--- config.mk ---
export PLATFORM = sky130hd
export DESIGN_NAME = axi_lite_ctrl_top
export DESIGN_NICKNAME = d
export VERILOG_FILES = /design/src/regmap_pkg.sv /design/src/axi_lite_write_channel.sv /design/src/axi_lite_read_channel.sv /design/src/ap_ctrl_regs.sv /design/src/user_reg_bank.sv /design/src/axi_lite_ctrl_top.sv
export VERILOG_INCLUDE_DIRS = /design/src
export SDC_FILE = /design/constraint.sdc
export NUM_CORES = 1
export LEC_CHECK = 0
export ABC_AREA = 1
export BUFFER_PORTS_ARGS = -buffer_cell sky130_fd_sc_hd__buf_2
export CAP_MARGIN = 20
export CELL_PAD_IN_SITES_DETAIL_PLACEMENT = 2
export CELL_PAD_IN_SITES_GLOBAL_PLACEMENT = 2
export CORE_MARGIN = 10
export CORE_UTILIZATION = 31
export CTS_BUF_LIST = sky130_fd_sc_hd__clkbuf_8
export CTS_CLUSTER_SIZE = 28
export DETAILED_ROUTE_END_ITERATION = 10
export PLACE_DENSITY = 0.95
export SLEW_MARGIN = 20
export SYNTH_ARGS = -nofsm -noshare
export SYNTH_HDL_FRONTEND = slang
export SYNTH_SLANG_ARGS = --single-unit
export TNS_END_PERCENT = 1
--- constraint.sdc ---
create_clock -name ACLK -period 4.7 [get_ports ACLK]
set_clock_uncertainty 0.2 [all_clocks]
set_input_delay 0.47 -clock ACLK [delete_from_list [all_inputs] [get_ports ACLK]]
set_output_delay 0.47 -clock ACLK [all_outputs]
set_load 0.02 [all_outputs]
--- src/ctrl_settings.svh ---
`ifndef CTRL_SETTINGS_SVH
`define CTRL_SETTINGS_SVH

// bus widths
`define CTRL_ADDR_WIDTH 8
`define CTRL_DATA_WIDTH 32

// register offsets
`define CTRL_ADDR_AP_CTRL 8'h00
`define CTRL_ADDR_GIE 8'h04
`define CTRL_ADDR_IER 8'h08
`define CTRL_ADDR_ISR 8'h0C

// user register k lives at base + 4*k
`define CTRL_ADDR_USR_BASE 8'h10
`define CTRL_USR_COUNT 4

// interrupt sources, bit 0 done and bit 1 ready
`define CTRL_IRQ_BITS 2

// axi response code
`define CTRL_RESP_OKAY 2'b00

`endif

--- src/regmap_pkg.sv ---
`default_nettype none

`include "ctrl_settings.svh"

package regmap_pkg;

    // control word at 0x00, seen either as a plain word or as flags
    typedef union packed {
        logic [`CTRL_DATA_WIDTH-1:0] raw;
        struct packed {
            logic [`CTRL_DATA_WIDTH-5:0] reserved;
            logic                        ready;
            logic                        idle;
            logic                        done;
            logic                        start;
        } ctrl;
    } ctrl_word_u;

endpackage

`default_nettype wire

--- src/axi_lite_write_channel.sv ---
`default_nettype none
`timescale 1ns/10ps

`include "ctrl_settings.svh"

module axi_lite_write_channel (
    input  wire                              ACLK,
    input  wire                              ARESET,
    input  wire [`CTRL_ADDR_WIDTH-1:0]       s_axi_awaddr_i,
    input  wire                              s_axi_awvalid_i,
    output logic                             s_axi_awready_o,
    input  wire [`CTRL_DATA_WIDTH-1:0]       s_axi_wdata_i,
    input  wire [`CTRL_DATA_WIDTH/8-1:0]     s_axi_wstrb_i,
    input  wire                              s_axi_wvalid_i,
    output logic                             s_axi_wready_o,
    output logic [1:0]                       s_axi_bresp_o,
    output logic                             s_axi_bvalid_o,
    input  wire                              s_axi_bready_i,
    output logic                             wr_en_o,
    output logic [`CTRL_ADDR_WIDTH-1:0]      wr_addr_o,
    output regmap_pkg::ctrl_word_u           wr_data_o,
    output logic [`CTRL_DATA_WIDTH/8-1:0]    wr_strb_o
);

    import regmap_pkg::*;

    localparam logic [1:0] WR_IDLE  = 2'd0;
    localparam logic [1:0] WR_DATA  = 2'd1;
    localparam logic [1:0] WR_RESP  = 2'd2;
    localparam logic [1:0] WR_RESET = 2'd3;

    logic [1:0]                  wstate_q;
    logic [1:0]                  wstate_d;
    logic [`CTRL_ADDR_WIDTH-1:0] waddr_q;
    logic                        aw_hs;
    logic                        w_hs;

    assign s_axi_awready_o = (wstate_q == WR_IDLE);
    assign s_axi_wready_o  = (wstate_q == WR_DATA);
    assign s_axi_bvalid_o  = (wstate_q == WR_RESP);
    assign s_axi_bresp_o   = `CTRL_RESP_OKAY;

    assign aw_hs = s_axi_awvalid_i & s_axi_awready_o;
    assign w_hs  = s_axi_wvalid_i & s_axi_wready_o;

    // one-cycle write strobe toward the register blocks
    assign wr_en_o   = w_hs;
    assign wr_addr_o = waddr_q;
    assign wr_data_o = ctrl_word_u'(s_axi_wdata_i);
    assign wr_strb_o = s_axi_wstrb_i;

    always_ff @(posedge ACLK) begin
        if (ARESET) begin
            wstate_q <= WR_RESET;
        end else begin
            wstate_q <= wstate_d;
        end
    end

    always_comb begin
        wstate_d = wstate_q;
        case (wstate_q)
            WR_IDLE:  if (aw_hs) wstate_d = WR_DATA;
            WR_DATA:  if (w_hs) wstate_d = WR_RESP;
            // hold the response until the master takes it
            WR_RESP:  if (s_axi_bready_i) wstate_d = WR_IDLE;
            default:  wstate_d = WR_IDLE;
        endcase
    end

    // address kept for the data beat
    always_ff @(posedge ACLK) begin
        if (aw_hs) begin
            waddr_q <= s_axi_awaddr_i;
        end
    end

endmodule

`default_nettype wire

--- src/axi_lite_read_channel.sv ---
`default_nettype none
`timescale 1ns/10ps

`include "ctrl_settings.svh"

module axi_lite_read_channel (
    input  wire                              ACLK,
    input  wire                              ARESET,
    input  wire [`CTRL_ADDR_WIDTH-1:0]       s_axi_araddr_i,
    input  wire                              s_axi_arvalid_i,
    output logic                             s_axi_arready_o,
    output logic [`CTRL_DATA_WIDTH-1:0]      s_axi_rdata_o,
    output logic [1:0]                       s_axi_rresp_o,
    output logic                             s_axi_rvalid_o,
    input  wire                              s_axi_rready_i,
    output logic                             rd_en_o,
    output logic [`CTRL_ADDR_WIDTH-1:0]      rd_addr_o,
    input  wire [`CTRL_DATA_WIDTH-1:0]       ctrl_rd_data_i,
    input  wire [`CTRL_DATA_WIDTH-1:0]       usr_rd_data_i
);

    localparam logic [1:0] RD_IDLE  = 2'd0;
    localparam logic [1:0] RD_DATA  = 2'd1;
    localparam logic [1:0] RD_RESET = 2'd2;

    logic [1:0]                  rstate_q;
    logic [1:0]                  rstate_d;
    logic [`CTRL_DATA_WIDTH-1:0] rdata_q;
    logic                        ar_hs;

    assign s_axi_arready_o = (rstate_q == RD_IDLE);
    assign s_axi_rvalid_o  = (rstate_q == RD_DATA);
    assign s_axi_rresp_o   = `CTRL_RESP_OKAY;
    assign s_axi_rdata_o   = rdata_q;

    assign ar_hs = s_axi_arvalid_i & s_axi_arready_o;

    // blocks see the read in the handshake cycle itself
    assign rd_en_o   = ar_hs;
    assign rd_addr_o = s_axi_araddr_i;

    always_ff @(posedge ACLK) begin
        if (ARESET) begin
            rstate_q <= RD_RESET;
        end else begin
            rstate_q <= rstate_d;
        end
    end

    always_comb begin
        rstate_d = rstate_q;
        case (rstate_q)
            RD_IDLE: if (ar_hs) rstate_d = RD_DATA;
            RD_DATA: if (s_axi_rready_i) rstate_d = RD_IDLE;
            default: rstate_d = RD_IDLE;
        endcase
    end

    // each block drives zero unless the address is its own
    always_ff @(posedge ACLK) begin
        if (ar_hs) begin
            rdata_q <= ctrl_rd_data_i | usr_rd_data_i;
        end
    end

endmodule

`default_nettype wire

--- src/ap_ctrl_regs.sv ---
`default_nettype none
`timescale 1ns/10ps

`include "ctrl_settings.svh"

module ap_ctrl_regs (
    input  wire                              ACLK,
    input  wire                              ARESET,
    input  wire                              wr_en_i,
    input  wire [`CTRL_ADDR_WIDTH-1:0]       wr_addr_i,
    input  regmap_pkg::ctrl_word_u           wr_data_i,
    input  wire [`CTRL_DATA_WIDTH/8-1:0]     wr_strb_i,
    input  wire                              rd_en_i,
    input  wire [`CTRL_ADDR_WIDTH-1:0]       rd_addr_i,
    output logic [`CTRL_DATA_WIDTH-1:0]      rd_data_o,
    output logic                             ap_start_o,
    input  wire                              ap_done_i,
    input  wire                              ap_ready_i,
    input  wire                              ap_idle_i,
    output logic                             interrupt_o
);

    import regmap_pkg::*;

    logic                      start_q;
    logic                      done_q;
    logic                      idle_q;
    logic                      ready_q;
    logic                      gie_q;
    logic [`CTRL_IRQ_BITS-1:0] ier_q;
    logic [`CTRL_IRQ_BITS-1:0] isr_q;
    logic [`CTRL_IRQ_BITS-1:0] irq_src;

    logic       wr_ctrl;
    logic       wr_gie;
    logic       wr_ier;
    logic       wr_isr;
    logic       rd_ctrl;
    ctrl_word_u rd_word;

    // only byte 0 carries defined bits in these registers
    assign wr_ctrl = wr_en_i && (wr_addr_i == `CTRL_ADDR_AP_CTRL) && wr_strb_i[0];
    assign wr_gie  = wr_en_i && (wr_addr_i == `CTRL_ADDR_GIE) && wr_strb_i[0];
    assign wr_ier  = wr_en_i && (wr_addr_i == `CTRL_ADDR_IER) && wr_strb_i[0];
    assign wr_isr  = wr_en_i && (wr_addr_i == `CTRL_ADDR_ISR) && wr_strb_i[0];
    assign rd_ctrl = rd_en_i && (rd_addr_i == `CTRL_ADDR_AP_CTRL);

    assign irq_src = {ap_ready_i, ap_done_i};

    assign ap_start_o  = start_q;
    assign interrupt_o = gie_q & (|isr_q);

    // start held until the accelerator takes it
    always_ff @(posedge ACLK) begin
        if (ARESET) begin
            start_q <= 1'b0;
        end else if (wr_ctrl && wr_data_i.ctrl.start) begin
            start_q <= 1'b1;
        end else if (ap_ready_i) begin
            start_q <= 1'b0;
        end
    end

    // done and ready are sticky, cleared by reading 0x00
    always_ff @(posedge ACLK) begin
        if (ARESET) begin
            done_q  <= 1'b0;
            ready_q <= 1'b0;
            idle_q  <= 1'b0;
        end else begin
            idle_q <= ap_idle_i;
            if (ap_done_i) begin
                done_q <= 1'b1;
            end else if (rd_ctrl) begin
                done_q <= 1'b0;
            end
            if (ap_ready_i) begin
                ready_q <= 1'b1;
            end else if (rd_ctrl) begin
                ready_q <= 1'b0;
            end
        end
    end

    always_ff @(posedge ACLK) begin
        if (ARESET) begin
            gie_q <= 1'b0;
            ier_q <= '0;
        end else begin
            if (wr_gie) begin
                gie_q <= wr_data_i.raw[0];
            end
            if (wr_ier) begin
                ier_q <= wr_data_i.raw[`CTRL_IRQ_BITS-1:0];
            end
        end
    end

    // status bit set by its enabled source, toggled by writing one
    always_ff @(posedge ACLK) begin
        if (ARESET) begin
            isr_q <= '0;
        end else begin
            for (int i = 0; i < `CTRL_IRQ_BITS; i++) begin
                if (ier_q[i] && irq_src[i]) begin
                    isr_q[i] <= 1'b1;
                end else if (wr_isr) begin
                    isr_q[i] <= isr_q[i] ^ wr_data_i.raw[i];
                end
            end
        end
    end

    always_comb begin
        rd_word = '0;
        if (rd_en_i) begin
            case (rd_addr_i)
                `CTRL_ADDR_AP_CTRL: begin
                    rd_word.ctrl.start = start_q;
                    rd_word.ctrl.done  = done_q;
                    rd_word.ctrl.idle  = idle_q;
                    rd_word.ctrl.ready = ready_q;
                end
                `CTRL_ADDR_GIE: rd_word.raw[0] = gie_q;
                `CTRL_ADDR_IER: rd_word.raw[`CTRL_IRQ_BITS-1:0] = ier_q;
                `CTRL_ADDR_ISR: rd_word.raw[`CTRL_IRQ_BITS-1:0] = isr_q;
                default: rd_word = '0;
            endcase
        end
    end

    assign rd_data_o = rd_word.raw;

endmodule

`default_nettype wire

--- src/user_reg_bank.sv ---
`default_nettype none
`timescale 1ns/10ps

`include "ctrl_settings.svh"

module user_reg_bank (
    input  wire                                          ACLK,
    input  wire                                          ARESET,
    input  wire                                          wr_en_i,
    input  wire [`CTRL_ADDR_WIDTH-1:0]                   wr_addr_i,
    input  regmap_pkg::ctrl_word_u                       wr_data_i,
    input  wire [`CTRL_DATA_WIDTH/8-1:0]                 wr_strb_i,
    input  wire                                          rd_en_i,
    input  wire [`CTRL_ADDR_WIDTH-1:0]                   rd_addr_i,
    output logic [`CTRL_DATA_WIDTH-1:0]                  rd_data_o,
    output logic [`CTRL_USR_COUNT*`CTRL_DATA_WIDTH-1:0]  usr_reg_o,
    input  wire [`CTRL_USR_COUNT*`CTRL_DATA_WIDTH-1:0]   usr_reg_i
);

    localparam int DW = `CTRL_DATA_WIDTH;

    logic [DW-1:0] usr_q [`CTRL_USR_COUNT];
    logic [DW-1:0] wmask;

    // byte strobes widened to a bit mask
    always_comb begin
        for (int b = 0; b < DW/8; b++) begin
            wmask[b*8 +: 8] = {8{wr_strb_i[b]}};
        end
    end

    // whole word replaced, unstrobed bytes come in as zero
    always_ff @(posedge ACLK) begin
        if (ARESET) begin
            for (int k = 0; k < `CTRL_USR_COUNT; k++) begin
                usr_q[k] <= '0;
            end
        end else if (wr_en_i) begin
            for (int k = 0; k < `CTRL_USR_COUNT; k++) begin
                if (wr_addr_i == `CTRL_ADDR_WIDTH'(`CTRL_ADDR_USR_BASE + 4*k)) begin
                    usr_q[k] <= (wr_data_i.raw & wmask) | usr_reg_i[k*DW +: DW];
                end
            end
        end
    end

    always_comb begin
        rd_data_o = '0;
        for (int k = 0; k < `CTRL_USR_COUNT; k++) begin
            usr_reg_o[k*DW +: DW] = usr_q[k];
            if (rd_en_i && (rd_addr_i == `CTRL_ADDR_WIDTH'(`CTRL_ADDR_USR_BASE + 4*k))) begin
                rd_data_o = usr_q[k];
            end
        end
    end

endmodule

`default_nettype wire

--- src/axi_lite_ctrl_top.sv ---
`default_nettype none
`timescale 1ns/10ps

`include "ctrl_settings.svh"

module axi_lite_ctrl_top (
    input  wire                                          ACLK,
    input  wire                                          ARESET,
    input  wire [`CTRL_ADDR_WIDTH-1:0]                   s_axi_awaddr_i,
    input  wire                                          s_axi_awvalid_i,
    output logic                                         s_axi_awready_o,
    input  wire [`CTRL_DATA_WIDTH-1:0]                   s_axi_wdata_i,
    input  wire [`CTRL_DATA_WIDTH/8-1:0]                 s_axi_wstrb_i,
    input  wire                                          s_axi_wvalid_i,
    output logic                                         s_axi_wready_o,
    output logic [1:0]                                   s_axi_bresp_o,
    output logic                                         s_axi_bvalid_o,
    input  wire                                          s_axi_bready_i,
    input  wire [`CTRL_ADDR_WIDTH-1:0]                   s_axi_araddr_i,
    input  wire                                          s_axi_arvalid_i,
    output logic                                         s_axi_arready_o,
    output logic [`CTRL_DATA_WIDTH-1:0]                  s_axi_rdata_o,
    output logic [1:0]                                   s_axi_rresp_o,
    output logic                                         s_axi_rvalid_o,
    input  wire                                          s_axi_rready_i,
    output logic                                         ap_start_o,
    input  wire                                          ap_done_i,
    input  wire                                          ap_ready_i,
    input  wire                                          ap_idle_i,
    output logic                                         interrupt_o,
    output logic [`CTRL_USR_COUNT*`CTRL_DATA_WIDTH-1:0]  usr_reg_o,
    input  wire [`CTRL_USR_COUNT*`CTRL_DATA_WIDTH-1:0]   usr_reg_i
);

    import regmap_pkg::*;

    // write strobe shared by both register blocks
    logic                          wr_en;
    logic [`CTRL_ADDR_WIDTH-1:0]   wr_addr;
    ctrl_word_u                    wr_data;
    logic [`CTRL_DATA_WIDTH/8-1:0] wr_strb;

    logic                          rd_en;
    logic [`CTRL_ADDR_WIDTH-1:0]   rd_addr;
    logic [`CTRL_DATA_WIDTH-1:0]   ctrl_rd_data;
    logic [`CTRL_DATA_WIDTH-1:0]   usr_rd_data;

    axi_lite_write_channel i_axi_lite_write_channel (
        .ACLK            (ACLK),
        .ARESET          (ARESET),
        .s_axi_awaddr_i  (s_axi_awaddr_i),
        .s_axi_awvalid_i (s_axi_awvalid_i),
        .s_axi_awready_o (s_axi_awready_o),
        .s_axi_wdata_i   (s_axi_wdata_i),
        .s_axi_wstrb_i   (s_axi_wstrb_i),
        .s_axi_wvalid_i  (s_axi_wvalid_i),
        .s_axi_wready_o  (s_axi_wready_o),
        .s_axi_bresp_o   (s_axi_bresp_o),
        .s_axi_bvalid_o  (s_axi_bvalid_o),
        .s_axi_bready_i  (s_axi_bready_i),
        .wr_en_o         (wr_en),
        .wr_addr_o       (wr_addr),
        .wr_data_o       (wr_data),
        .wr_strb_o       (wr_strb)
    );

    ap_ctrl_regs i_ap_ctrl_regs (
        .ACLK        (ACLK),
        .ARESET      (ARESET),
        .wr_en_i     (wr_en),
        .wr_addr_i   (wr_addr),
        .wr_data_i   (wr_data),
        .wr_strb_i   (wr_strb),
        .rd_en_i     (rd_en),
        .rd_addr_i   (rd_addr),
        .rd_data_o   (ctrl_rd_data),
        .ap_start_o  (ap_start_o),
        .ap_done_i   (ap_done_i),
        .ap_ready_i  (ap_ready_i),
        .ap_idle_i   (ap_idle_i),
        .interrupt_o (interrupt_o)
    );

    user_reg_bank i_user_reg_bank (
        .ACLK      (ACLK),
        .ARESET    (ARESET),
        .wr_en_i   (wr_en),
        .wr_addr_i (wr_addr),
        .wr_data_i (wr_data),
        .wr_strb_i (wr_strb),
        .rd_en_i   (rd_en),
        .rd_addr_i (rd_addr),
        .rd_data_o (usr_rd_data),
        .usr_reg_o (usr_reg_o),
        .usr_reg_i (usr_reg_i)
    );

    axi_lite_read_channel i_axi_lite_read_channel (
        .ACLK            (ACLK),
        .ARESET          (ARESET),
        .s_axi_araddr_i  (s_axi_araddr_i),
        .s_axi_arvalid_i (s_axi_arvalid_i),
        .s_axi_arready_o (s_axi_arready_o),
        .s_axi_rdata_o   (s_axi_rdata_o),
        .s_axi_rresp_o   (s_axi_rresp_o),
        .s_axi_rvalid_o  (s_axi_rvalid_o),
        .s_axi_rready_i  (s_axi_rready_i),
        .rd_en_o         (rd_en),
        .rd_addr_o       (rd_addr),
        .ctrl_rd_data_i  (ctrl_rd_data),
        .usr_rd_data_i   (usr_rd_data)
    );

endmodule

`default_nettype wire

==> out/results.ini, run 1 <==
[timing]
finalMaxSlewViolations=0
fin_setup_tns_ps=0
relSlewSlack_pct=27.8
period_share_pct=63.6
finalCriticalPeriod_ps=2990
max_freq_mhz=335
finalHoldViolCount=0
worst_pin_slew_ps=1080
finalSetupViolCount=0
rsz0062_at_grt=false

[drt]
wl_per_cell_um=26.0
firstDrtPassIters=5
finalWirelength_um=40800
antenna_left=0
drt_iter0_markers=423
via_count=8112
drt-vias-per-instance=5.17
post-route-drc-count=0

[floorplan]
start_util_pct=31.4
row_count=60
core_sq_um=27000
pin_count=361
fp.dieH_um=185
die_area_sq_um=34400
die_w_um=185

[synth]
netlist_area_sq_um=8470
synth_cell_types=30
yosysWarnings=0
syn_area_per_cell_sq_um=9.70
netlist_instances=874
ys_ff_latch=181
ys_seq_area_share_pct=62.6

[critical_path]
critical-path-max-stage-delay_ps=490
r2r_slack_ps=1710
cp.required_ps=4820
critical_path.endpoint_type=flop
cp_slowest_cell=nor2_4
path_depth=10
critPathBufInv=3
rr_worst_depth=10
crit_chain=nor2_4, nand2_4, nor2_4, nand2_2, inv_1, buf_4, nand2_1, nand2_1, inv_1, nand2_1
critPathTopFamily=simple AND/OR/NAND/NOR gates
crit_path_frequent_cell=nand2_1
critPathLaunchType=flop
cp.arrival_ps=3110
path_class=flop to flop
path_max_fanout=24

[power_and_ir_drop]
p_total_mw=3.30
power_leakage_nw=5.12
seqPwrFrac_pct=56.0
power.switching_uw=968
peakVddDrop_mv=0.155
combPwrFrac_pct=11.8
p_clk_share_pct=32.2
swShare_pct=29.4
internal-power_mw=2.33
powerDensity_nw_per_um2=299

[clocking]
clockBufferDepth=2
clk_pin_slew_ps=110
cts-buffers-inserted=17
cts_root_buf=clkbuf_8
cts_tree=built
clk-insertion-delay-late_ps=450
clock_sinks=181
cts_setup_buffers=0
cts_max_level=4

[min_path]
holdPathStages=1
hp-class=primary input to flop

[layout]
nets=1405
area_delta_synth_final_pct=30.0
drive_above_1_share_pct=34.1
nFillCells=3040

[global_route]
overflow=0
grt_pass1_vias=9192
grt_util_all_layers_pct=22.8
grt_max_degree=63
antenna_found_initial=3
grt_pass1_wl_um=58200

[run_status]
status=finished clean

[placement]
dp_hpwl_um=29400
gp_congestion=0.830
port-buffer-count=356

[run]
maxCapViolCount=0

worst paths after layout:
check,start,to
hold / removal,ARESET,i_axi_lite_read_channel.rstate_q[1]
setup reg to reg,i_axi_lite_read_channel.rstate_q[1],i_axi_lite_read_channel.s_axi_rdata_o[2]
hold reg to reg,i_ap_ctrl_regs.ready_q,i_ap_ctrl_regs.ready_q
setup / recovery,i_axi_lite_read_channel.rstate_q[1],i_axi_lite_read_channel.s_axi_rdata_o[2]
sequential cells by signal (all words and copies together) (netlist names):
register,count
i_ap_ctrl_regs.ap_start_o,1
i_ap_ctrl_regs.done_q,1
i_ap_ctrl_regs.gie_q,1
i_ap_ctrl_regs.idle_q,1
i_ap_ctrl_regs.ier_q,2
i_ap_ctrl_regs.isr_q,2
i_ap_ctrl_regs.ready_q,1
i_axi_lite_read_channel.rstate_q,2
i_axi_lite_read_channel.s_axi_rdata_o,32
i_axi_lite_write_channel.wr_addr_o,8
i_axi_lite_write_channel.wstate_q,2
i_user_reg_bank.usr_q,128
timing repair:
item / in CTS / in global routing
gates resized for setup: 0 / 0
hold buffers: 8 / 0
endpoints found under the hold margin: 8 / 0
layer usage:
| layer | vias up | share of wire [%] | wire, um | global-route usage, % |
|---|---|---|---|---|
| met2 | 336 | 53 | 21400 | 42.2 |
| li1 | 3654 | - | - | - |
| met3 | 58 | 7.3 | 2980 | 6.35 |
| met1 | 4058 | 38 | 15300 | 24.5 |
| met5 | - | 0.096 | 39 | 0 |
| met4 | 6 | 2.4 | 997 | 7.12 |
cells in the final DEF (no fill, tap or decap), drive strengths merged:
| cell | count |
|---|---|
| edfxtp | 168 |
| or2 | 19 |
| nor3 | 5 |
| o21ai | 15 |
| nand4 | 1 |
| dlygate4sd3 | 8 |
| dfxtp | 13 |
| nand3 | 88 |
| clkbuf | 17 |
| nand3b | 3 |
| o21a | 1 |
| conb | 4 |
| buf | 364 |
| o211ai | 1 |
| nand2 | 168 |
| clkinvlp | 1 |
| nor2 | 159 |
| o311ai | 1 |
| clkinv | 5 |
| a21oi | 134 |
| inv | 53 |
| diode | 1 |
synth_stat cells, drive strengths merged:
library cell	instances	share of area [%]
edfxtp	168	60
nand2	168	7.7
nor2	159	7.5
a21oi	134	7.9
nand3	88	5.4
inv	44	1.9
buf	37	2.9
or2	19	1.4
clkbuf	16	0.71
o21ai	15	0.89
dfxtp	13	3.1
nor3	5	0.35
nand3b	3	0.27
conb	1	0.044
nand4	1	0.074
o211ai	1	0.089
o21a	1	0.089
o311ai	1	0.10
stage by stage:
stage | hold slack, ps | cells | worst slack, ps | util [%] | cell area [sq um]
floorplan | 241 | 877 | 2490 | - | 8490
global placement | 258 | 1524 | 1600 | 38.7 | 10400
detailed placement | 263 | 1524 | 1470 | 38.7 | 10400
CTS | 9.81 | 1564 | 1680 | 40.4 | 10900
global route | 4.10 | 1569 | 1470 | 40.9 | 11000
finish | 54.8 | 1570 | 1710 | 40.9 | 11000
kinds of logic after synthesis:
group / count (synthesis) / synth area share (%)
other: 1 / 0.0443
AND/OR/NAND/NOR: 443 / 22.7
AO/OA/AOI/OAI: 152 / 9.08
buffers and inverters: 97 / 5.57
flip-flops: 181 / 62.6
power groups by stage:
| stage | sequential, mW | clock (mW) | combinational, mW |
|---|---|---|---|
| 2_1_floorplan | 1.94 | 0 | 0.105 |
| 6_report | 1.85 | 1.06 | 0.389 |
| 3_5_place_dp | 1.88 | 0 | 0.378 |
| 5_1_grt | 1.85 | 1.15 | 0.418 |
| 4_1_cts | 1.85 | 1.09 | 0.386 |
| 3_3_place_gp | 1.88 | 0 | 0.364 |
area by class of cell:
class	instances	area, sq um	area share, %
Clock buffer	17	234	2.12
Timing Repair Buffer	372	2010	18.3
Inverter	44	165	1.50
Sequential cell	181	5310	48.1
Multi-Input combinational cell	599	2740	24.8
Clock inverter	15	138	1.25
Tap cell	341	427	3.87
Antenna cell	1	2.50	0.0227
Power figures use the tool's default switching activity.
==> inputs of run 2 (changes only) <==
--- a/config.mk
+++ b/config.mk
@@ -12,11 +12,11 @@
 export CELL_PAD_IN_SITES_DETAIL_PLACEMENT = 2
 export CELL_PAD_IN_SITES_GLOBAL_PLACEMENT = 2
 export CORE_MARGIN = 10
-export CORE_UTILIZATION = 31
+export CORE_UTILIZATION = 26
 export CTS_BUF_LIST = sky130_fd_sc_hd__clkbuf_8
 export CTS_CLUSTER_SIZE = 28
 export DETAILED_ROUTE_END_ITERATION = 10
-export PLACE_DENSITY = 0.95
+export PLACE_DENSITY = 0.88
 export SLEW_MARGIN = 20
 export SYNTH_ARGS = -nofsm -noshare
 export SYNTH_HDL_FRONTEND = slang
==> constraint.sdc (replaced) <==
create_clock -name ACLK -period 2.5 [get_ports ACLK]
set_clock_uncertainty 0.2 [all_clocks]
set_input_delay 0.25 -clock ACLK [delete_from_list [all_inputs] [get_ports ACLK]]
set_output_delay 0.25 -clock ACLK [all_outputs]
set_load 0.02 [all_outputs]
==> run 2 against run 1 <==
Net effect:
- sequential cell count stayed put
- sequential share of layout area fell by 10 points
- via count grew 20%
- clock-buffer cell count did not move
- design area up 27%
- combinational power increased to 3.0 times the previous value
- clock power increased by 120%
- cell count increased by 25%
- total power increased by 110%
- global-route usage is 3.5 points higher
- critical path type unchanged
- largest power group unchanged
==> out/results.ini, run 2 (synthesized netlist as in run 1, its figures left out) <==
[run_status]
status=finished clean

[timing]
finalMaxSlewViolations=0  ; unchanged
period_share_pct=92.9  ; +29 points
worst_pin_slew_ps=721  ; -360 ps
rsz0062_at_grt=false
finalCriticalPeriod_ps=2320  ; -666 ps
fin_setup_tns_ps=0  ; unchanged
finalHoldViolCount=0  ; unchanged
max_freq_mhz=430  ; +29%
relSlewSlack_pct=51.9  ; +24 points
finalSetupViolCount=0  ; unchanged
worst_slack_ps=176  ; -1530 ps

[run]
maxCapViolCount=0  ; unchanged

[critical_path]
path_class=flop to flop
r2r-start=i_axi_lite_write_channel.wr_addr_o[1]
rr_endpoint=i_ap_ctrl_regs.ap_start_o
crit_start=i_axi_lite_write_channel.wr_addr_o[1]
r2r_slack_ps=180  ; -1530 ps
critical_path.endpoint_type=flop
path_max_fanout=3  ; -88%
cp.arrival_ps=2590  ; -520 ps
cp.required_ps=2760  ; -2060 ps
rr_worst_depth=7  ; -3
critPathLaunchType=flop

[clocking]
cts_setup_buffers=0  ; unchanged
cts-buffers-inserted=17  ; unchanged
clockBufferDepth=2  ; unchanged
clk-insertion-delay-late_ps=520  ; +70 ps
clk_pin_slew_ps=120  ; about the same
cts_max_level=4  ; unchanged
cts_tree=built
cts_root_buf=clkbuf_8
clock_sinks=181  ; unchanged

[floorplan]
core_sq_um=32400  ; +20%
start_util_pct=26.2  ; -5.3 points
die_area_sq_um=40200  ; +17%
row_count=66  ; +10%
fp.dieH_um=201  ; +8.2%
pin_count=361  ; unchanged
die_w_um=201  ; +8.2%

[layout]
layout_commonest_cell=buf_2
area_delta_synth_final_pct=64.5
nets=1688  ; +20%
top_register=i_user_reg_bank.usr_q
final_cell_mix=buf_2 (356), dlygate4sd3_1 (268), edfxtp_1 (168)
postLayoutCellArea_sq_um=13900  ; +27%
drive_above_1_share_pct=29.3  ; -4.9 points
largest_reg_flops=128  ; unchanged

[placement]
place_area_sq_um=10800  ; +3.7%
dp_hpwl_um=31100  ; +5.8%
port-buffer-count=356  ; unchanged
gp_congestion=0.831  ; about the same
pre_cts_ws_ps=313  ; -1160 ps

[global_route]
grt_pass1_vias=11500  ; +25%
antenna_found_initial=8  ; +5
grt_util_all_layers_pct=26.3  ; +3.5 points
grt_pass1_wl_um=78800  ; +35%
overflow=0  ; unchanged
grt_max_degree=33  ; -48%

[drt]
wl_per_cell_um=27.7  ; +6.6%
post-route-drc-count=0  ; unchanged
firstDrtPassIters=5  ; unchanged
drt-vias-per-instance=4.97  ; -3.8%
drt_iter0_markers=466  ; +10%
finalWirelength_um=54300  ; +33%
antenna_left=0  ; unchanged
via_count=9749  ; +20%

[power_and_ir_drop]
power_leakage_nw=6.39  ; +25%
internal-power_mw=5.02  ; +120%
powerDensity_nw_per_um2=501  ; +67%
combPwrFrac_pct=16.8  ; +5.0 points
peakVddDrop_mv=0.370  ; +140%
swShare_pct=28.0  ; -1.3 points
power.switching_mw=1.96  ; +100%
seqPwrFrac_pct=49.7  ; -6.3 points
p_clk_share_pct=33.5  ; +1.3 points

[min_path]
holdPathStages=3  ; +2
holdPathEnd=i_user_reg_bank.usr_q[0][45]
hp-class=primary input to flop
min-delay-start=s_axi_wdata_i[13]

[run 2: metal layers]
layer / global-route usage, % / wire [um] / up-vias
li1: - / - / 4222
met1: 26.3 / 19500 / 4925
met2: 48.7 / 28800 / 453
met3: 7.10 / 3290 / 147
met4: 14.5 / 2720 / 2
met5: 0 / 12 / -
[run 2: worst max-delay path by stage]
| stage | to | slack (ps) |
|---|---|---|
| 6_report | i_ap_ctrl_regs.ap_start_o | 180 |
| 5_1_grt | i_ap_ctrl_regs.ap_start_o | 80 |
| 2_1_floorplan | i_user_reg_bank.usr_q[0][0] | 290 |
| 4_1_cts | i_ap_ctrl_regs.ap_start_o | 270 |
| 3_5_place_dp | i_axi_lite_read_channel.s_axi_rdata_o[4] | 310 |
| 3_3_place_gp | i_axi_lite_read_channel.s_axi_rdata_o[4] | 370 |
[run 2: critical path, cell delays in order (launching register included)]
cell           delay, ps
edfxtp_1             380
nor2_1               240
inv_1                120
nor3_1               280
buf_4                200
nand3_1              100
a21oi_1              160
dlygate4sd3_1        590
[run 2: stage by stage]
| step | total power, mW | util, % | cells | hold slack [ps] |
|---|---|---|---|---|
| floorplan | 3.84 | - | 877 | 149 |
| global placement | 4.24 | 33.4 | 1653 | 229 |
| detailed placement | 4.27 | 33.4 | 1653 | 228 |
| CTS | 6.86 | 43.0 | 1953 | 19.1 |
| global route | 7.21 | 43.1 | 1959 | 39.8 |
| finish | 6.98 | 43.1 | 1961 | 43.4 |
[run 2: repair_timing]
item / in CTS / in global routing
setup endpoints to repair: 0 / 1
hold buffers: 268 / 0
resized for setup: 0 / 1
endpoints found under the hold margin: 149 / 0
[run 2: power groups by stage]
stage	combinational [mW]	clock, mW	sequential (mW)
after global placement	0.722	0	3.52
after detailed placement	0.746	0	3.53
final	1.17	2.34	3.47
after global routing	1.24	2.49	3.48
after floorplan	0.197	0	3.64
after CTS	1.10	2.30	3.46
[run 2: area by class of cell]
type	instances	area (sq um)
fill	3459	18400
sequential	181	5310
timing repair buffer	655	4750
multi-input combinational	599	2730
tap	442	553
clock buffer	17	234
clock inverter	15	186
inverter	44	165
antenna	8	20.0
